$ cat config.mk
export PLATFORM = sky130hd
export DESIGN_NAME = drum_trigger_top
export DESIGN_NICKNAME = d
export VERILOG_FILES = /design/src/drum_pkg.sv /design/src/drum_if.sv /design/src/drum_trigger_top.sv /design/src/drum_spi_slave.sv /design/src/drum_trigger_processor.sv /design/src/imu_reader.sv /design/src/sensor_spi_master.sv /design/src/button_debouncer.sv /design/src/board_timer.sv
export SDC_FILE = /design/constraint.sdc
export NUM_CORES = 1
export LEC_CHECK = 0
export BUFFER_PORTS_ARGS = -buffer_cell sky130_fd_sc_hd__buf_4
export CORE_ASPECT_RATIO = 1.1
export CORE_MARGIN = 2
export CORE_UTILIZATION = 36
export DETAILED_ROUTE_END_ITERATION = 6
export HOLD_SLACK_MARGIN = 0.1
export SYNTH_ARGS = -nofsm -noshare
export SYNTH_HDL_FRONTEND = slang
export SYNTH_HIERARCHICAL = 1
export SYNTH_SLANG_ARGS = --single-unit
export TNS_END_PERCENT = 1
$ cat constraint.sdc
create_clock -name clk -period 12.8 [get_ports clk]
set_input_delay 1.28 -clock clk [delete_from_list [all_inputs] [get_ports clk]]
set_output_delay 1.28 -clock clk [all_outputs]
set_load 0.02 [all_outputs]
$ cat src/drum_pkg.sv
// Drum trigger shared definitions
// Scaled timing constants, strike thresholds, frame layout and event codes
package drum_pkg;

    // ==============================
    // Timing, scaled for simulation
    // ==============================
    localparam logic [7:0] SENSOR_RST_CYCLES = 8'd8;    // fpga_rst_n high to sensor reset release
    localparam logic [7:0] CTRL_RST_CYCLES   = 8'd32;   // fpga_rst_n high to controller release
    localparam logic [7:0] HEARTBEAT_DIV     = 8'd16;   // Cycles between heartbeat toggles
    localparam logic [7:0] DEBOUNCE_CYCLES   = 8'd4;    // Stable cycles before a level is taken
    localparam logic [7:0] SCLK_HALF         = 8'd2;    // clk cycles per sclk half period

    // ==============================
    // Sensor frame
    // ==============================
    localparam logic [7:0] FRAME_BYTES = 8'd5;          // Command, yaw hi/lo, rate hi/lo
    localparam logic [7:0] READ_CMD    = 8'h80;         // First byte of every frame

    // Pitch rate levels, a strike is a fast downward swing
    localparam logic signed [15:0] STRIKE_THRESH = -16'sd2000;
    localparam logic signed [15:0] REARM_THRESH  = -16'sd500;
    localparam logic signed [15:0] ZONE_EDGE     = 16'sd4000;  // Side zones start here

    // Codes sent to the MCU in the low nibble
    typedef enum logic [3:0] {
        NONE     = 4'd0,
        SNARE    = 4'd1,
        HIHAT    = 4'd2,
        RIDE     = 4'd3,
        TOM_HIGH = 4'd4,
        TOM_LOW  = 4'd5,
        CRASH    = 4'd6,
        KICK     = 4'd7
    } drum_code_e;

    typedef enum logic {RIGHT = 1'b0, LEFT = 1'b1} hand_e;

endpackage
$ cat src/drum_if.sv
// Internal bundles of the drum trigger
// spi_byte_if links a frame reader to the shared SPI master,
// imu_sample_if carries one decoded sample to the trigger processor

interface spi_byte_if;
    logic       req;        // Held for a whole frame
    logic       start;      // One byte, only while granted and idle
    logic [7:0] tx_data;
    logic       grant;      // Bus owned until req falls
    logic [7:0] rx_data;
    logic       rx_valid;   // Eighth bit sampled
    logic       busy;

    modport master (input req, start, tx_data, output grant, rx_data, rx_valid, busy);
    modport client (output req, start, tx_data, input grant, rx_data, rx_valid, busy);
endinterface

interface imu_sample_if;
    logic               valid;          // One pulse per frame, never stalled
    drum_pkg::hand_e    hand;
    logic signed [15:0] yaw;
    logic signed [15:0] pitch_rate;

    modport source (output valid, hand, yaw, pitch_rate);
    modport sink   (input valid, hand, yaw, pitch_rate);
endinterface

$ cat src/drum_trigger_top.sv
// Drum trigger subsystem top level
// Two inertial sensors on one SPI bus, strike to drum code conversion,
// buttons, board reset sequencing and the MCU event port
module drum_trigger_top (
    input  logic clk,
    input  logic fpga_rst_n,
    // MCU port
    input  logic mcu_sck,
    input  logic mcu_sdi,           // No commands from the MCU yet
    input  logic mcu_load,
    output logic mcu_sdo,
    output logic mcu_done,
    // Sensor bus, shared sclk/mosi/reset
    output logic sclk,
    output logic mosi,
    output logic cs_n1,
    output logic cs_n2,
    output logic bno085_rst_n,
    input  logic miso1,
    input  logic int1,
    input  logic miso2,
    input  logic int2,
    // Buttons, active low
    input  logic calibrate_btn_n,
    input  logic kick_btn_n,
    // Status
    output logic led_initialized,
    output logic led_error,
    output logic led_heartbeat
);

    logic                 ctrl_rst_n;               // Reset for everything but the timer
    logic                 calibrate_p, kick_p;      // Debounced press pulses
    logic                 event_valid;
    drum_pkg::drum_code_e event_code;
    drum_pkg::hand_e      event_hand;

    spi_byte_if   spi_r ();
    spi_byte_if   spi_l ();
    imu_sample_if smp_r ();
    imu_sample_if smp_l ();

    board_timer u_timer (.clk, .fpga_rst_n, .bno085_rst_n, .ctrl_rst_n, .led_heartbeat);

    button_debouncer u_cal_db  (.clk, .rst_n(ctrl_rst_n), .btn_n(calibrate_btn_n),
                                .pressed(calibrate_p));
    button_debouncer u_kick_db (.clk, .rst_n(ctrl_rst_n), .btn_n(kick_btn_n), .pressed(kick_p));

    // ==============================
    // Sensor side
    // ==============================
    sensor_spi_master u_spi (.clk, .rst_n(ctrl_rst_n), .cli1(spi_r.master), .cli2(spi_l.master),
                             .miso1, .miso2, .sclk, .mosi);

    imu_reader #(.HAND(drum_pkg::RIGHT)) u_rd_r (.clk, .rst_n(ctrl_rst_n), .int_n(int1),
                                                 .cs_n(cs_n1), .spi(spi_r.client),
                                                 .smp(smp_r.source));
    imu_reader #(.HAND(drum_pkg::LEFT))  u_rd_l (.clk, .rst_n(ctrl_rst_n), .int_n(int2),
                                                 .cs_n(cs_n2), .spi(spi_l.client),
                                                 .smp(smp_l.source));

    // ==============================
    // Events to the MCU
    // ==============================
    drum_trigger_processor u_proc (.clk, .rst_n(ctrl_rst_n), .right(smp_r.sink),
                                   .left(smp_l.sink), .calibrate(calibrate_p), .kick(kick_p),
                                   .event_valid, .event_code, .event_hand);

    drum_spi_slave u_mcu (.clk, .rst_n(ctrl_rst_n), .sck(mcu_sck), .load(mcu_load),
                          .sdo(mcu_sdo), .done(mcu_done), .event_valid, .event_code,
                          .event_hand);

    assign led_initialized = ctrl_rst_n;    // Up once the controllers run
    assign led_error       = 1'b0;          // Reduced frame has no error report

endmodule

$ cat src/drum_spi_slave.sv
// MCU event port
// Holds one event byte, raises done, and shifts the byte out on the MCU's sck
module drum_spi_slave (
    input  logic                 clk,
    input  logic                 rst_n,
    input  logic                 sck,
    input  logic                 load,
    output logic                 sdo,
    output logic                 done,
    input  logic                 event_valid,
    input  drum_pkg::drum_code_e event_code,
    input  drum_pkg::hand_e      event_hand
);

    logic [2:0]           sck_q, load_q;    // Two sync flops plus edge history
    logic                 sck_rise, load_fall, load_s;
    logic                 ev_vld_q;
    drum_pkg::drum_code_e ev_code_q;
    drum_pkg::hand_e      ev_hand_q;
    logic [7:0]           shreg;

    assign load_s    = load_q[1];
    assign sck_rise  = sck_q[1] & ~sck_q[2];
    assign load_fall = ~load_q[1] & load_q[2];
    assign sdo       = shreg[7];            // Bit 7 waits here before the first rise

    always_ff @(posedge clk) begin
        ev_code_q <= event_code;
        ev_hand_q <= event_hand;
    end

    always_ff @(posedge clk or negedge rst_n) begin
        if (!rst_n) begin
            sck_q    <= '0;
            load_q   <= '0;
            ev_vld_q <= 1'b0;
            done     <= 1'b0;
            shreg    <= '0;
        end else begin
            sck_q    <= {sck_q[1:0], sck};
            load_q   <= {load_q[1:0], load};
            ev_vld_q <= event_valid;
            if (load_fall) begin
                done <= 1'b0;                   // MCU has its byte
            end else if (ev_vld_q && !done && !load_s) begin
                done  <= 1'b1;                  // Events while done is high are lost
                shreg <= {1'b1, ev_hand_q, 2'b00, ev_code_q};
            end else if (load_s && sck_rise) begin
                // Next bit settles while sck is low, ahead of the next rise
                shreg <= {shreg[6:0], 1'b0};
            end
        end
    end

endmodule

$ cat src/drum_trigger_processor.sv
// Trigger processor
// Turns strikes of either hand into zoned drum codes, handles calibration
// and the kick, and emits at most one event per cycle
module drum_trigger_processor (
    input  logic                  clk,
    input  logic                  rst_n,
    imu_sample_if.sink            right,
    imu_sample_if.sink            left,
    input  logic                  calibrate,
    input  logic                  kick,
    output logic                  event_valid,
    output drum_pkg::drum_code_e  event_code,
    output drum_pkg::hand_e       event_hand
);

    // Index 0 right hand, 1 left hand
    logic                 smp_vld   [2];
    logic signed [15:0]   smp_yaw   [2];
    logic signed [15:0]   smp_rate  [2];
    logic                 armed     [2];
    logic signed [15:0]   offset    [2];    // Calibrated zero
    logic signed [15:0]   last_yaw  [2];
    logic                 pend      [2];    // One-deep per source
    drum_pkg::drum_code_e pend_code [2];
    logic                 pend_kick;
    logic [2:0]           serve;            // Right, left, kick

    assign smp_vld[0]  = right.valid;
    assign smp_vld[1]  = left.valid;
    assign smp_yaw[0]  = right.yaw;
    assign smp_yaw[1]  = left.yaw;
    assign smp_rate[0] = right.pitch_rate;
    assign smp_rate[1] = left.pitch_rate;

    // Low side, centre, high side of the calibrated yaw
    function automatic drum_pkg::drum_code_e zone_code(input logic is_left,
                                                       input logic signed [15:0] yaw,
                                                       input logic signed [15:0] zero);
        logic signed [15:0] rel;
        rel = yaw - zero;
        if (rel < -drum_pkg::ZONE_EDGE)
            return is_left ? drum_pkg::CRASH : drum_pkg::HIHAT;
        else if (rel > drum_pkg::ZONE_EDGE)
            return is_left ? drum_pkg::TOM_LOW : drum_pkg::RIDE;
        return is_left ? drum_pkg::TOM_HIGH : drum_pkg::SNARE;
    endfunction

    // Fixed order right, left, kick
    always_comb begin
        serve      = 3'b000;
        event_code = drum_pkg::NONE;
        event_hand = drum_pkg::RIGHT;
        if (pend[0]) begin
            serve[0]   = 1'b1;
            event_code = pend_code[0];
        end else if (pend[1]) begin
            serve[1]   = 1'b1;
            event_code = pend_code[1];
            event_hand = drum_pkg::LEFT;
        end else if (pend_kick) begin
            serve[2]   = 1'b1;
            event_code = drum_pkg::KICK;
        end
    end

    assign event_valid = |serve;

    always_ff @(posedge clk or negedge rst_n) begin
        if (!rst_n) begin
            for (int h = 0; h < 2; h++) begin
                armed[h]     <= 1'b1;
                offset[h]    <= '0;
                last_yaw[h]  <= '0;
                pend[h]      <= 1'b0;
                pend_code[h] <= drum_pkg::NONE;
            end
            pend_kick <= 1'b0;
        end else begin
            for (int h = 0; h < 2; h++) begin
                if (serve[h])
                    pend[h] <= 1'b0;
                if (smp_vld[h]) begin
                    last_yaw[h] <= smp_yaw[h];
                    if (armed[h] && smp_rate[h] <= drum_pkg::STRIKE_THRESH) begin
                        armed[h]     <= 1'b0;       // One hit per swing
                        pend[h]      <= 1'b1;
                        pend_code[h] <= zone_code(h == 1, smp_yaw[h], offset[h]);
                    end else if (smp_rate[h] >= drum_pkg::REARM_THRESH) begin
                        armed[h] <= 1'b1;
                    end
                end
                if (calibrate)
                    offset[h] <= last_yaw[h];       // Current heading becomes centre
            end
            if (serve[2])
                pend_kick <= 1'b0;
            if (kick)
                pend_kick <= 1'b1;
        end
    end

endmodule

$ cat src/imu_reader.sv
// Sensor frame reader
// On interrupt, wins the shared bus, reads command plus four bytes
// and hands yaw and pitch rate to the processor
module imu_reader #(
    parameter drum_pkg::hand_e HAND = drum_pkg::RIGHT
) (
    input  logic         clk,
    input  logic         rst_n,
    input  logic         int_n,
    output logic         cs_n,
    spi_byte_if.client   spi,
    imu_sample_if.source smp
);

    typedef enum logic [1:0] {IDLE, REQ, XFER, DONE} state_e;

    state_e      state;
    logic [7:0]  rcvd;          // Bytes finished in this frame
    logic        inflight;      // Start sent, rx_valid not yet back
    logic [31:0] frame;         // Last four bytes, big-endian

    assign spi.tx_data    = (rcvd == 8'd0) ? drum_pkg::READ_CMD : 8'h00;
    assign smp.hand       = HAND;
    assign smp.yaw        = frame[31:16];
    assign smp.pitch_rate = frame[15:0];

    always_ff @(posedge clk) begin
        if (spi.rx_valid)
            frame <= {frame[23:0], spi.rx_data};   // Command echo falls off the top
    end

    always_ff @(posedge clk or negedge rst_n) begin
        if (!rst_n) begin
            state     <= IDLE;
            cs_n      <= 1'b1;
            spi.req   <= 1'b0;
            spi.start <= 1'b0;
            smp.valid <= 1'b0;
            inflight  <= 1'b0;
            rcvd      <= '0;
        end else begin
            spi.start <= 1'b0;
            smp.valid <= 1'b0;
            case (state)
                IDLE: begin
                    if (!int_n) begin
                        spi.req <= 1'b1;
                        state   <= REQ;
                    end
                end
                REQ: begin                          // Wait for the other hand to finish
                    if (spi.grant) begin
                        cs_n  <= 1'b0;
                        rcvd  <= '0;
                        state <= XFER;
                    end
                end
                XFER: begin
                    if (spi.rx_valid) begin
                        inflight <= 1'b0;
                        rcvd     <= rcvd + 8'd1;
                        if (rcvd == drum_pkg::FRAME_BYTES - 8'd1)
                            state <= DONE;
                    end else if (!inflight && !spi.busy) begin
                        spi.start <= 1'b1;
                        inflight  <= 1'b1;
                    end
                end
                DONE: begin
                    cs_n      <= 1'b1;
                    spi.req   <= 1'b0;              // Frees the bus
                    smp.valid <= 1'b1;
                    state     <= IDLE;
                end
                default: state <= IDLE;
            endcase
        end
    end

endmodule

$ cat src/sensor_spi_master.sv
// Shared sensor SPI master
// Grants the bus to one frame reader at a time and moves mode-0 bytes MSB first
module sensor_spi_master (
    input  logic       clk,
    input  logic       rst_n,
    spi_byte_if.master cli1,
    spi_byte_if.master cli2,
    input  logic       miso1,
    input  logic       miso2,
    output logic       sclk,
    output logic       mosi
);

    logic       g1, g2;             // Exclusive grants
    logic       busy, rx_vld;
    logic       start_ok, miso_sel;
    logic [7:0] div;                // clk count inside a half period
    logic [3:0] half;               // Even halves sclk low, odd halves high
    logic [7:0] tx_sh, rx_sh;

    assign start_ok = !busy && ((g1 && cli1.start) || (g2 && cli2.start));
    assign miso_sel = g2 ? miso2 : miso1;
    assign mosi     = tx_sh[7];

    assign cli1.grant    = g1;
    assign cli2.grant    = g2;
    assign cli1.busy     = busy;
    assign cli2.busy     = busy;
    assign cli1.rx_data  = rx_sh;
    assign cli2.rx_data  = rx_sh;
    assign cli1.rx_valid = rx_vld && g1;
    assign cli2.rx_valid = rx_vld && g2;

    // Owner keeps the bus until its req drops, ties go to client 1
    always_ff @(posedge clk or negedge rst_n) begin
        if (!rst_n) begin
            g1 <= 1'b0;
            g2 <= 1'b0;
        end else if (g1) begin
            g1 <= cli1.req;
        end else if (g2) begin
            g2 <= cli2.req;
        end else begin
            g1 <= cli1.req;
            g2 <= !cli1.req && cli2.req;
        end
    end

    // ==============================
    // Byte engine
    // ==============================
    always_ff @(posedge clk or negedge rst_n) begin
        if (!rst_n) begin
            busy   <= 1'b0;
            rx_vld <= 1'b0;
            sclk   <= 1'b0;
            div    <= '0;
            half   <= '0;
            tx_sh  <= '0;
            rx_sh  <= '0;
        end else begin
            rx_vld <= 1'b0;
            if (start_ok) begin
                busy  <= 1'b1;
                div   <= '0;
                half  <= '0;
                tx_sh <= g1 ? cli1.tx_data : cli2.tx_data;  // MSB on mosi before first rise
            end else if (busy) begin
                if (div == drum_pkg::SCLK_HALF - 8'd1) begin
                    div  <= '0;
                    sclk <= ~sclk;
                    half <= half + 4'd1;
                    if (!half[0])
                        rx_sh <= {rx_sh[6:0], miso_sel};    // Rising edge samples
                    else
                        tx_sh <= {tx_sh[6:0], 1'b0};        // Falling edge shifts
                    if (half == 4'd15) begin
                        busy   <= 1'b0;                     // sclk back low here
                        rx_vld <= 1'b1;
                    end
                end else begin
                    div <= div + 8'd1;
                end
            end
        end
    end

endmodule

$ cat src/button_debouncer.sv
// Button debouncer
// Synchronizes an active-low button and gives one pulse per accepted press
module button_debouncer (
    input  logic clk,
    input  logic rst_n,
    input  logic btn_n,
    output logic pressed
);

    logic [1:0] sync;       // sync[1] is the clean level
    logic       level;      // Accepted button level, 1 = released
    logic [7:0] stable_cnt;

    always_ff @(posedge clk or negedge rst_n) begin
        if (!rst_n) begin
            sync       <= 2'b11;    // Idle high
            level      <= 1'b1;
            stable_cnt <= '0;
            pressed    <= 1'b0;
        end else begin
            sync    <= {sync[0], btn_n};
            pressed <= 1'b0;
            if (sync[1] == level) begin
                stable_cnt <= '0;                   // Bounce restarts the wait
            end else if (stable_cnt == drum_pkg::DEBOUNCE_CYCLES - 8'd1) begin
                stable_cnt <= '0;
                level      <= sync[1];
                pressed    <= ~sync[1];             // Only the falling level counts
            end else begin
                stable_cnt <= stable_cnt + 8'd1;
            end
        end
    end

endmodule

$ cat src/board_timer.sv
// Board timer
// Releases the sensor reset, then the controller reset, and blinks the heartbeat
module board_timer (
    input  logic clk,
    input  logic fpga_rst_n,
    output logic bno085_rst_n,
    output logic ctrl_rst_n,
    output logic led_heartbeat
);

    logic [7:0] rst_cnt;    // Saturates at the controller release
    logic [7:0] hb_cnt;

    always_ff @(posedge clk or negedge fpga_rst_n) begin
        if (!fpga_rst_n) begin
            rst_cnt      <= '0;
            bno085_rst_n <= 1'b0;
            ctrl_rst_n   <= 1'b0;
        end else begin
            if (rst_cnt != drum_pkg::CTRL_RST_CYCLES)
                rst_cnt <= rst_cnt + 8'd1;
            // Registered compare lands the release exactly on the count
            bno085_rst_n <= (rst_cnt >= drum_pkg::SENSOR_RST_CYCLES - 8'd1);
            ctrl_rst_n   <= (rst_cnt >= drum_pkg::CTRL_RST_CYCLES - 8'd1);
        end
    end

    // Heartbeat runs only with the controllers out of reset
    always_ff @(posedge clk or negedge fpga_rst_n) begin
        if (!fpga_rst_n) begin
            hb_cnt        <= '0;
            led_heartbeat <= 1'b0;
        end else if (!ctrl_rst_n) begin
            hb_cnt        <= '0;
            led_heartbeat <= 1'b0;
        end else if (hb_cnt == drum_pkg::HEARTBEAT_DIV - 8'd1) begin
            hb_cnt        <= '0;
            led_heartbeat <= ~led_heartbeat;
        end else begin
            hb_cnt <= hb_cnt + 8'd1;
        end
    end

endmodule

; Word level (Yosys, flattened, before mapping)
; Index checks and enable logic that the tools add are counted.
[word_totals]
ff_bits = 268
[classes]
add_sub_neg = 10
n_lt_le_gt_ge = 10
eq_ne = 25
muxes = 111
bitwise = 13
reduce_logical = 62
[op_table]
columns = cell, count
row1 = 8-bit two-way mux, 22
row2 = 1-bit two-way mux, 60
row3 = "8-bit by 1-bit adder with 8-bit output, second input constant", 7
row4 = 4-bit two-way mux, 11
row5 = "16-bit by 10-bit greater-or-equal comparator with 1-bit output, second input constant", 2
row6 = "16-bit by 13-bit greater-than comparator with 1-bit output, second input constant", 2
row7 = "16-bit by 12-bit <= comparator with 1-bit output, second input constant", 2
row8 = "16-bit by 13-bit less-than comparator with 1-bit output, second input constant", 2
row9 = 8-bit case mux with 2 select lines, 2
row10 = 2-bit nonzero test, 16
row11 = 16-bit subtractor, 2
row12 = 2-bit AND reduction, 14
row13 = 2-bit two-way mux, 9
row14 = "8-bit by 2-bit equality test with 1-bit output, second input constant", 2
row15 = "8-bit by 3-bit equality test with 1-bit output, second input constant", 2
row16 = 8-bit zero test, 2
row17 = 2-bit case mux with 4 select lines, 2
row18 = "2-bit != test, second input constant", 7
row19 = 1-bit logical AND, 13
row20 = 3-bit AND reduction, 4
row21 = 4-bit AND reduction, 3
row22 = 1-bit inverter, 11
row23 = "2-bit equality test, second input constant", 4
row24 = "8-bit by 1-bit equality test with 1-bit output, second input constant", 1
row25 = other kinds (16), 29

; Depth between registers and ports, before layout
; Gate-level depths: netlist of run 1.
[logic_depth]
word_depth = 7
ltp_mapped = 11
depth_no_buf = 11

; Modules after synthesis
; Netlist of run 1, hierarchy kept.
[by_module_without_submodules]
columns = module, instances, cells_per_inst, area_each_um2, seq_area_each_um2
row1 = drum_trigger_processor, 1, 519, 4820.9, 1854.3
row2 = imu_reader at u_rd_l, 1, 129, 1888.1, 1337.5
row3 = imu_reader at u_rd_r, 1, 128, 1884.3, 1337.5
row4 = sensor_spi_master, 1, 156, 1737.9, 825.8
row5 = button_debouncer, 2, 45, 513.0, 304.0
row6 = board_timer, 1, 85, 908.4, 475.5
row7 = drum_spi_slave, 1, 57, 759.5, 500.5
row8 = drum_trigger_top, 1, 2, 11.3, 0.0

; Worst setup path after synthesis of run 1
; Ideal clock, no wire load.
[synth_timing]
kind = register to output
from = reg u_timer.ctrl_rst_n
to = out led_initialized
arrival_time_ps = 4274
t_required_ps = 11520
path_slack_ps = 7246
stages_incl_launch_ff = 1
n_path_buf = 0
cell_sequence = dfrtp_1
[synth_lines]
columns = element, line
row1 = start: declaration, board_timer.sv:7  ; output logic ctrl_rst_n,
row2 = start signal: assignment, board_timer.sv:24  ; ctrl_rst_n <= (rst_cnt >= drum_pkg::CTRL_RST_CYCLES - 8'd1);
row3 = end: declaration, drum_trigger_top.sv:27  ; output logic led_initialized,
; No word-level cell between the ends.

; Final worst setup path of run 1
[layout_timing]
from = reg u_rd_r.frame[16]
to = reg u_proc/pend_code[5] in the netlist's numbering
[layout_via]
elab_chain_cells = 7
word_cells_on_any_way = 9
classes_between = add/sub (1) / order compare (2) / mux (6)
[layout_rtl]
columns = element, line
row1 = start: declaration, imu_reader.sv:20  ; logic [31:0] frame;
row2 = start signal: assignment, imu_reader.sv:29  ; frame <= {frame[23:0], spi.rx_data};
row3 = 16-bit subtractor *, drum_trigger_processor.sv:40  ; rel = yaw - zero;
row4 = 16-bit by 13-bit greater-than comparator with 1-bit output, drum_trigger_processor.sv:43  ; else if (rel > drum_pkg::ZONE_EDGE)
row5 = 1-bit two-way mux, drum_trigger_processor.sv:43
row6 = 1-bit two-way mux, drum_trigger_processor.sv:41  ; if (rel < -drum_pkg::ZONE_EDGE)
row7 = 1-bit two-way mux, drum_trigger_processor.sv:84  ; if (armed[h] && smp_rate[h] <= drum_pkg::STRIKE_THRESH) begin
row8 = 1-bit two-way mux, drum_trigger_processor.sv:82  ; if (smp_vld[h]) begin
row9 = 4-bit two-way mux *, drum_trigger_processor.sv:45  ; return is_left ? drum_pkg::TOM_HIGH : drum_pkg::SNARE;
row10 = end signal: indexed assignment, drum_trigger_processor.sv:75  ; pend_code[h] <= drum_pkg::NONE;
row11 = end signal: indexed assignment, drum_trigger_processor.sv:87  ; pend_code[h] <= zone_code(h == 1, smp_yaw[h], offset[h]);
row12 = end: declaration, drum_trigger_processor.sv:24  ; drum_pkg::drum_code_e pend_code [2];
; Every way passes the cells marked *; elsewhere a longest branch is shown, timed or not. The select of a mux whose other input is x is not followed.
; A chain may end at the register's enable or synchronous reset.

==> impl_metrics.env, run 1 <==
export IMPL_r2r_start="u_rd_r/frame[16]$_DFFE_PP_"
export IMPL_syn2layout_area_growth_pct=11.7
export IMPL_maxCapViolCount=0
export IMPL_cts_tree="built"
export IMPL_hold_ws_ps=297
export IMPL_grtUsageTotal=0.125
export IMPL_irDropWorstVdd_mv=0.136
export IMPL_cp_data_required_time_ps=13210
export IMPL_die_area_sq_um=37700
export IMPL_crit_family="compound AO/OA/AOI/OAI gates"
export IMPL_final_core_util=0.405
export IMPL_wl_per_cell_um=13.5
export IMPL_rows=73
export IMPL_startpoint_type="flip-flop"
export IMPL_wl_met1_um=10700
export IMPL_core_area_sq_um=35900
export IMPL_p_leak_nw=5.86
export IMPL_viasPerCell=4.95
export IMPL_fp_dieW_um=185
export IMPL_syn_inst=1163
export IMPL_timing_rr_end="u_proc/pend_code[5]$_DFFE_PN0P_"
export IMPL_io_buffer_count=18
export IMPL_fillers=3398
export IMPL_tightest_slew_ps=947
export IMPL_ioPinCount=21
export IMPL_fin_crit_sh=0.235
export IMPL_root_buffer="clkbuf_16"
export IMPL_finClkSkew_ps=31.4
export IMPL_relSlewSlack=0.369
export IMPL_crit_path_top_delay_cell="fa_1"
export IMPL_ant_nets=0
export IMPL_clock_path_buffers=3
export IMPL_setup_viol=0
export IMPL_drv_slew=0
export IMPL_critPathMaxStageDelay_ps=410
export IMPL_route_detailed_drc=0
export IMPL_insertion_delay_ps=570
export IMPL_hold_viol_final=0
export IMPL_hold_path_class="flip-flop to asynchronous set/reset pin"
export IMPL_htreeDepth=1
export IMPL_end_kind="flip-flop"
export IMPL_clk_pin_slew_ps=60
export IMPL_outcome="completed"
export IMPL_grt_pass1_wl_um=39900
export IMPL_num_antenna_cells=0
export IMPL_fin_crit_ps=3010
export IMPL_post_cts_repair_setup_buffers=0
export IMPL_cts_buffers_inserted=29
export IMPL_drive_gt1_frac=0.150
export IMPL_dp_cells=1631
export IMPL_rsz0062_at_grt="no"
export IMPL_dr_wl_met2_um=10600
export IMPL_instances_no_fill=1685
export IMPL_ys_warn_count=6
export IMPL_wl_met3_um=841
export IMPL_drtIter0Drc=351
export IMPL_start_util=0.363
export IMPL_die_y_um=203
export IMPL_path_cells="inv_1 > ha_1 > fa_1 > nor2b_1 > o2111ai_1 > a31o_2 > o311ai_1 > o211ai_1 > a2111oi_1 > a211oi_1"
export IMPL_cts_repair_resized=0
export IMPL_mappedNetlistArea_sq_um=13000
export IMPL_path_buf_inv=1
export IMPL_dr_pass1_iters=4
export IMPL_nNetsFinal=1238
export IMPL_fin_setup_tns_ps=0
export IMPL_cp_data_arrival_time_ps=3410
export IMPL_grt_pass1_vias=8381
export IMPL_cts_hold_buf=0
export IMPL_via_count=8342
export IMPL_antenna_found_initial=0
export IMPL_pwr_density_cell_nw_per_um2=128
export IMPL_p_total_mw=1.86
export IMPL_finalWirelength_um=22700
export IMPL_timing_fmax_mhz=333
export IMPL_dp_hpwl_um=15200
export IMPL_grt_max_degree=75
export IMPL_r2r_slack_ps=9790
export IMPL_cts_sinks=265
export IMPL_finalWeightedCongestion=0.779
export IMPL_ff2ff_path_depth=10
export IMPL_worst_setup_path_type="flip-flop to flip-flop"
export IMPL_top_layer_used="met4"
export IMPL_grt_overflow_total=0
export IMPL_critPathMaxFanout=5
export IMPL_avgSynthCellArea_sq_um=11.2
-- through the flow --
step           worst slack, ps  instance area, sq um
5_1_grt                   9590                 14500
4_1_cts                   9790                 14500
2_1_floorplan             7220                 13100
3_5_place_dp              9820                 13500
6_report                  9790                 14500
3_3_place_gp              9900                 13500
-- worst max-delay path by stage --
stage | start | endpoint | slack [ps] | cells after the start
4_1_cts | u_rd_l/frame[16]$_DFFE_PP_ | u_proc/pend_code[0]$_DFFE_PN0P_ | 9790 | 11
2_1_floorplan | u_timer/ctrl_rst_n$_DFF_PN0_ | u_cal_db/pressed$_DFF_PN0_ | 7220 | 0
6_report | u_rd_r/frame[16]$_DFFE_PP_ | u_proc/pend_code[5]$_DFFE_PN0P_ | 9790 | 10
3_5_place_dp | u_rd_l/frame[16]$_DFFE_PP_ | u_proc/pend_code[0]$_DFFE_PN0P_ | 9820 | 11
3_3_place_gp | u_rd_l/frame[16]$_DFFE_PP_ | u_proc/pend_code[0]$_DFFE_PN0P_ | 9900 | 11
5_1_grt | u_rd_l/frame[16]$_DFFE_PP_ | u_proc/pend_code[0]$_DFFE_PN0P_ | 9590 | 11
-- state kept, by name, summed over array words and instances, names as in the netlist, 4 cells and up --
signal                cells
u_mcu/shreg               8
u_proc/last_yaw          32
u_cal_db/stable_cnt       8
u_spi/half                4
u_kick_db/stable_cnt      8
u_timer/hb_cnt            8
u_timer/rst_cnt           8
u_proc/offset            32
u_rd_l/frame             32
u_spi/tx_sh               8
u_mcu/ev_code_q           4
u_spi/div                 8
u_rd_l/rcvd               8
u_rd_r/rcvd               8
u_spi/cli1.rx_data        8
u_rd_r/frame             32
u_proc/pend_code          5
-- cells in the final DEF (no fill, tap or decap), drive strengths merged, types with 42 or more instances in the layout --
cell / count
edfxtp: 64
dfrtp: 186
mux2: 53
o21ai: 88
nand3: 42
nand2: 81
ha: 50
nor2: 64
a21oi: 61
inv: 78
-- routing by layer --
| layer | vias up | global-route usage |
|---|---|---|
| met3 | 34 | 0.0234 |
| li1 | 4155 | - |
| met5 | - | 0 |
| met1 | 4058 | 0.167 |
| met4 | 0 | 0.0349 |
| met2 | 95 | 0.208 |
-- worst register-to-register path, cell delays in order, from the launching register on --
cell	delay [ps]
edfxtp_1	380
inv_1	60
ha_1	210
fa_1	410
nor2b_1	180
o2111ai_1	260
a31o_2	330
o311ai_1	370
o211ai_1	190
a2111oi_1	380
a211oi_1	90
-- power breakdown --
group	leakage, nW	internal [mW]	switching (mW)
clock	0.512	0.551	0.338
sequential	3.08	0.885	0.0183
combinational	2.27	0.0302	0.0330
-- cell type report --
cell class                      count  area [sq um]  share of cell area
Timing Repair Buffer               23           173              0.0119
Inverter                           77           289              0.0199
Tap cell                          487           609              0.0419
Multi-Input combinational cell    779          5490               0.378
Sequential cell                   265          6940               0.477
Clock buffer                       39           823              0.0566
Clock inverter                     15           215              0.0148
Power figures use the tool's default switching activity.
==> run 2, diff against run 1 <==
- clock period: 12.8 -> 2.6 ns (I/O delays scaled with it)
==> run 2 against run 1 <==
Effect of this change: the run now ends with negative setup slack left; first-iteration DRC count fell by 17%; worst setup slack got worse by 9800 ps; largest power group is now the clock network; register-to-register slack got worse by 9800 ps.
==> impl_metrics.env, run 2 (same netlist as run 1, synthesis figures left out) <==
export IMPL_outcome="finished, violations left"
export IMPL_violations="negative setup slack"
export IMPL_drive_gt1_frac=0.210
export IMPL_wl_per_cell_um=13.8
export IMPL_fin_setup_tns_ps=-69.3
export IMPL_dr_pass1_iters=5
export IMPL_rsz0062_at_grt="yes"
export IMPL_drtIter0Drc=293
export IMPL_root_buffer="clkbuf_16"
export IMPL_grtUsageTotal=0.132
export IMPL_worst_setup_path_type="flip-flop to flip-flop"
export IMPL_ioPinCount=21
export IMPL_cp_common_cell="o21a_1"
export IMPL_cts_tree="built"
export IMPL_start_util=0.363
export IMPL_nNetsFinal=1302
export IMPL_final_core_util=0.427
export IMPL_finClkSkew_ps=26.3
export IMPL_io_buffer_count=18
export IMPL_clock_path_buffers=3
export IMPL_dpl_cell_area_sq_um=13800
export IMPL_maxCapViolCount=0
export IMPL_finalWirelength_um=24100
export IMPL_grt_pass1_wl_um=41500
export IMPL_die_y_um=203
export IMPL_htreeDepth=1
export IMPL_hold_viol_final=0
export IMPL_ff2ff_path_depth=10
export IMPL_dp_slack_ps=-302
export IMPL_cp_data_arrival_time_ps=3090
export IMPL_drv_slew=0
export IMPL_ant_nets=0
export IMPL_cp_data_required_time_ps=3050
export IMPL_rows=73
export IMPL_core_area_sq_um=35900
export IMPL_r2r_slack_ps=-40
export IMPL_insertion_delay_ps=580
export IMPL_irDropWorstVdd_mv=0.456
export IMPL_critPathMaxStageDelay_ps=530
export IMPL_timing_fmax_mhz=379
export IMPL_fin_crit_sh=1.01
export IMPL_cts_sinks=265
export IMPL_mostFrequentLayoutCells="dfrtp_1 (185), o21ai_0 (82), nand2_1 (80), inv_1 (77), buf_4 (74)"
export IMPL_r2r_start="u_proc/offset[1]$_DFFE_PN0P_"
export IMPL_route_detailed_drc=0
export IMPL_path_buf_inv=1
export IMPL_cts_buffers_inserted=31
export IMPL_stdcell_area_sq_um=15300
export IMPL_grt_max_degree=123
export IMPL_timing_rr_end="u_proc/pend_code[0]$_DFFE_PN0P_"
export IMPL_path_cells="inv_1 > ha_1 > nor2b_1 > o21a_1 > o21a_1 > o2111ai_2 > a21oi_2 > xor2_1 > or4b_1 > o221a_2"
export IMPL_clk_pin_slew_ps=60
export IMPL_num_antenna_cells=0
export IMPL_setup_viol=3
export IMPL_critPathMaxFanout=3
export IMPL_final_common_cell="dfrtp_1"
export IMPL_die_area_sq_um=37700
export IMPL_postLayoutSetupSlackWorst_ps=-37.3
export IMPL_finalWeightedCongestion=0.827
export IMPL_grt_pass1_vias=8663
export IMPL_fin_crit_ps=2640
export IMPL_crit_cells=10
export IMPL_syn2layout_area_growth_pct=17.6
export IMPL_fp_dieW_um=185
export IMPL_end_kind="flip-flop"
export IMPL_pwr_density_cell_nw_per_um2=618
export IMPL_tightest_slew_ps=834
export IMPL_grt_overflow_total=0
export IMPL_dp_hpwl_um=16500
export IMPL_viasPerCell=4.96
export IMPL_startpoint_type="flip-flop"
export IMPL_crit_path_top_delay_cell="or4b_1"
export IMPL_hold_ws_ps=204
export IMPL_hold_path_class="flip-flop to asynchronous set/reset pin"
export IMPL_relSlewSlack=0.442
export IMPL_crit_family="compound AO/OA/AOI/OAI gates"
export IMPL_fillers=3369
export IMPL_p_leak_nw=6.25
export IMPL_antenna_found_initial=0
export IMPL_via_count=8682
==> run 2: timing repair <==
| action | CTS | global route |
|---|---|---|
| hold endpoints to repair | 30 | 0 |
| endpoints found under the setup margin | 4 | 4 |
| hold buffers | 10 | 0 |
| pin swaps | 9 | 13 |
| resized for setup | 19 | 17 |
| cloned | 0 | 0 |
| setup buffers | 4 | 4 |
==> run 2: report_power, final <==
group / internal, mW / switching, mW
clock network: 2.94 / 1.74
logic: 0.162 / 0.161
registers: 4.36 / 0.0956
==> run 2: worst reg2reg max path, stage by stage (launching register included) <==
cell and delay (ps):
dfrtp_1 380, inv_1 70, ha_1 280, nor2b_1 140
o21a_1 190, o21a_1 200, o2111ai_2 240, a21oi_2 110
xor2_1 160, or4b_1 530, o221a_2 230
==> run 2: through the flow <==
| step | std cells | power, mW |
|---|---|---|
| 2_1_floorplan | 1175 | 4.77 |
| 3_3_place_gp | 1675 | 4.84 |
| 3_5_place_dp | 1675 | 4.84 |
| 4_1_cts | 1747 | 9.61 |
| 5_1_grt | 1751 | 9.86 |
| 6_report | 1751 | 9.46 |
==> run 2: worst max-delay path by stage <==
stage | endpoint | startpoint | slack [ps]
after floorplan | u_rd_r/rcvd[7]$_DFFE_PN0P_ | u_spi/cli1.grant$_DFF_PN0_ | -270
after global placement | u_proc/pend_code[0]$_DFFE_PN0P_ | u_rd_l/frame[16]$_DFFE_PP_ | -240
after detailed placement | u_proc/pend_code[0]$_DFFE_PN0P_ | u_rd_l/frame[16]$_DFFE_PP_ | -300
after CTS | u_proc/pend_code[0]$_DFFE_PN0P_ | u_proc/offset[0]$_DFFE_PN0P_ | -50
after global routing | u_proc/pend_code[0]$_DFFE_PN0P_ | u_rd_l/frame[16]$_DFFE_PP_ | -190
final | u_proc/pend_code[0]$_DFFE_PN0P_ | u_proc/offset[1]$_DFFE_PN0P_ | -40
==> run 2: routing by layer <==
layer	GRT usage	wire, um	vias to the layer above
met3	0.0220	718	43
met1	0.173	11200	4240
met2	0.223	11600	100
met4	0.0434	581	0
met5	0	0	-
li1	-	-	4299
==> run 2: area by class of cell <==
| cell class | count | area [sq um] | share of cell area |
|---|---|---|---|
| timing repair buffer | 85 | 676 | 0.0441 |
| sequential | 265 | 6940 | 0.453 |
| clock buffer | 40 | 860 | 0.0561 |
| clock inverter | 18 | 274 | 0.0179 |
| multi-input combinational | 779 | 5660 | 0.370 |
| inverter | 77 | 289 | 0.0189 |
| tap | 487 | 609 | 0.0398 |
==> run 3, diff against run 2 <==
- CTS_BUF_LIST: not set -> sky130_fd_sc_hd__clkbuf_4 sky130_fd_sc_hd__clkbuf_8
- clock period: 2.6 -> 2.3 ns (I/O delays scaled with it)
==> run 3 against run 2 <==
Effect of this change: largest power group is now registers; wire length rose by 5.0%; sequential cell count did not move; critical path type unchanged; via count rose by 2.9%; the flow still finishes with violations (negative setup slack); critical path depth rose by 1; final cell count rose by 4.6%.
==> impl_metrics.env, run 3 (same netlist as run 1, synthesis figures left out) <==
export IMPL_grt_pass1_wl_um=43500
export IMPL_cts_sinks=265
export IMPL_rsz0062_at_grt="yes"
export IMPL_cp_common_cell="o21ai_2"
export IMPL_drtIter0Drc=375
export IMPL_hold_path_class="flip-flop to asynchronous set/reset pin"
export IMPL_io_buffer_count=18
export IMPL_multi_input_area_sq_um=5600
export IMPL_finClkSkew_ps=14.2
export IMPL_ant_nets=0
export IMPL_rows=73
export IMPL_fin_setup_tns_ps=-1080
export IMPL_postLayoutSetupSlackWorst_ps=-292
export IMPL_maxCapViolCount=0
export IMPL_dp_hpwl_um=17300
export IMPL_start_util=0.363
export IMPL_syn2layout_area_growth_pct=19.1
export IMPL_insertion_delay_ps=560
export IMPL_irDropWorstVdd_mv=0.476
export IMPL_worst_setup_path_type="flip-flop to flip-flop"
export IMPL_regArea_sq_um=6940
export IMPL_htreeDepth=2
export IMPL_fin_crit_ps=2590
export IMPL_mostFrequentLayoutCells="dfrtp_1 (185), buf_4 (125), o21ai_0 (84), nand2_1 (80), inv_1 (77)"
export IMPL_dr_pass1_iters=5
export IMPL_root_buffer="clkbuf_8"
export IMPL_grt_pass1_vias=9210
export IMPL_nNetsFinal=1370
export IMPL_critPathMaxFanout=4
export IMPL_cts_tree="built"
export IMPL_cp_data_arrival_time_ps=3030
export IMPL_critPathMaxStageDelay_ps=510
export IMPL_clk_pin_slew_ps=60
export IMPL_violations="negative setup slack"
export IMPL_wl_per_cell_um=13.8
export IMPL_outcome="finished, violations left"
export IMPL_fp_dieW_um=185
export IMPL_fillers=3401
export IMPL_r2r_slack_ps=-290
export IMPL_finalWirelength_um=25300
export IMPL_drive_gt1_frac=0.253
export IMPL_relSlewSlack=0.434
export IMPL_cts_buffers_inserted=46
export IMPL_via_count=8932
export IMPL_die_y_um=203
export IMPL_finalWeightedCongestion=0.846
export IMPL_clock_path_buffers=3
export IMPL_p_total_mw=9.88
export IMPL_startpoint_type="flip-flop"
export IMPL_final_core_util=0.432
export IMPL_die_area_sq_um=37700
export IMPL_end_kind="flip-flop"
export IMPL_final_common_cell="dfrtp_1"
export IMPL_core_area_sq_um=35900
export IMPL_ioPinCount=21
export IMPL_route_detailed_drc=0
export IMPL_antenna_found_initial=0
export IMPL_drv_slew=0
export IMPL_pwr_density_cell_nw_per_um2=637
export IMPL_timing_fmax_mhz=386
export IMPL_crit_path_top_delay_cell="or4b_1"
export IMPL_viasPerCell=4.88
export IMPL_grt_overflow_total=0
export IMPL_path_cells="buf_4 > inv_1 > fa_2 > nor2b_2 > o21ai_2 > a21oi_2 > o21ai_2 > o211ai_1 > o311ai_1 > or4b_1 > o221a_2"
export IMPL_p_leak_nw=6.45
export IMPL_fin_crit_sh=1.13
export IMPL_tightest_slew_ps=846
export IMPL_setup_viol=4
export IMPL_grtUsageTotal=0.140
export IMPL_cp_data_required_time_ps=2740
export IMPL_hold_viol_final=0
export IMPL_grt_max_degree=82
run 3: stage by stage:
stage | hold WS [ps] | cell area (sq um) | worst slack, ps | std cells
floorplan | -65.6 | 13100 | -266 | 1175
global placement | 121 | 14300 | -435 | 1730
detailed placement | 120 | 14300 | -530 | 1730
CTS | 210 | 15500 | -308 | 1829
global route | 227 | 15500 | -442 | 1831
finish | 200 | 15500 | -292 | 1832
run 3: area by class of cell:
cell class | instances | area share
clock inverters | 16 | 0.00678
well taps | 487 | 0.0393
inverters | 77 | 0.0186
repair buffers | 138 | 0.0703
multi-input cells | 779 | 0.361
clock buffers | 69 | 0.0560
diodes | 1 | 0.000161
flip-flops and latches | 265 | 0.448
run 3: power by group:
part	switching, mW	internal [mW]
Sequential	0.110	4.93
Combinational	0.184	0.186
Clock	1.94	2.53
Total	2.23	7.64
run 3: critical path: cells and delay by family, from the launching register on:
family / cells / cell delay [ps]
buffers and inverters: 2 / 180
AO/OA/AOI/OAI: 6 / 870
AND/OR/NAND/NOR: 2 / 670
flip-flops: 1 / 390
adder cells (fa/ha/maj): 1 / 370
run 3: path summary, 6_finish.rpt:
kind,end,depth (start not counted),startpoint
setup reg to reg,u_proc/pend_code[0]$_DFFE_PN0P_,11,u_rd_l/frame[17]$_DFFE_PP_
hold / removal,u_rd_r/rcvd[2]$_DFFE_PN0P_,0,u_timer/ctrl_rst_n$_DFF_PN0_
max in group asynchronous,u_timer/ctrl_rst_n$_DFF_PN0_,3,fpga_rst_n
min in group clk,u_mcu/load_q[0]$_DFF_PN0_,2,mcu_load
hold reg to reg,u_rd_r/rcvd[2]$_DFFE_PN0P_,0,u_timer/ctrl_rst_n$_DFF_PN0_
setup / recovery,u_proc/pend_code[0]$_DFFE_PN0P_,11,u_rd_l/frame[17]$_DFFE_PP_
run 3: what timing repair did:
item / in CTS / in global routing
hold endpoints to repair: 30 / 0
setup buffers: 4 / 2
pin swaps: 12 / 9
setup endpoints to repair: 4 / 4
hold buffers: 10 / 0
resized for setup: 16 / 6
run 3: metal layers:
layer | global-route usage | routed length, um | vias up
met2 | 0.234 | 12000 | 120
li1 | - | - | 4443
met5 | 0 | 0 | -
met3 | 0.0291 | 946 | 47
met4 | 0.0510 | 689 | 0
met1 | 0.178 | 11700 | 4322
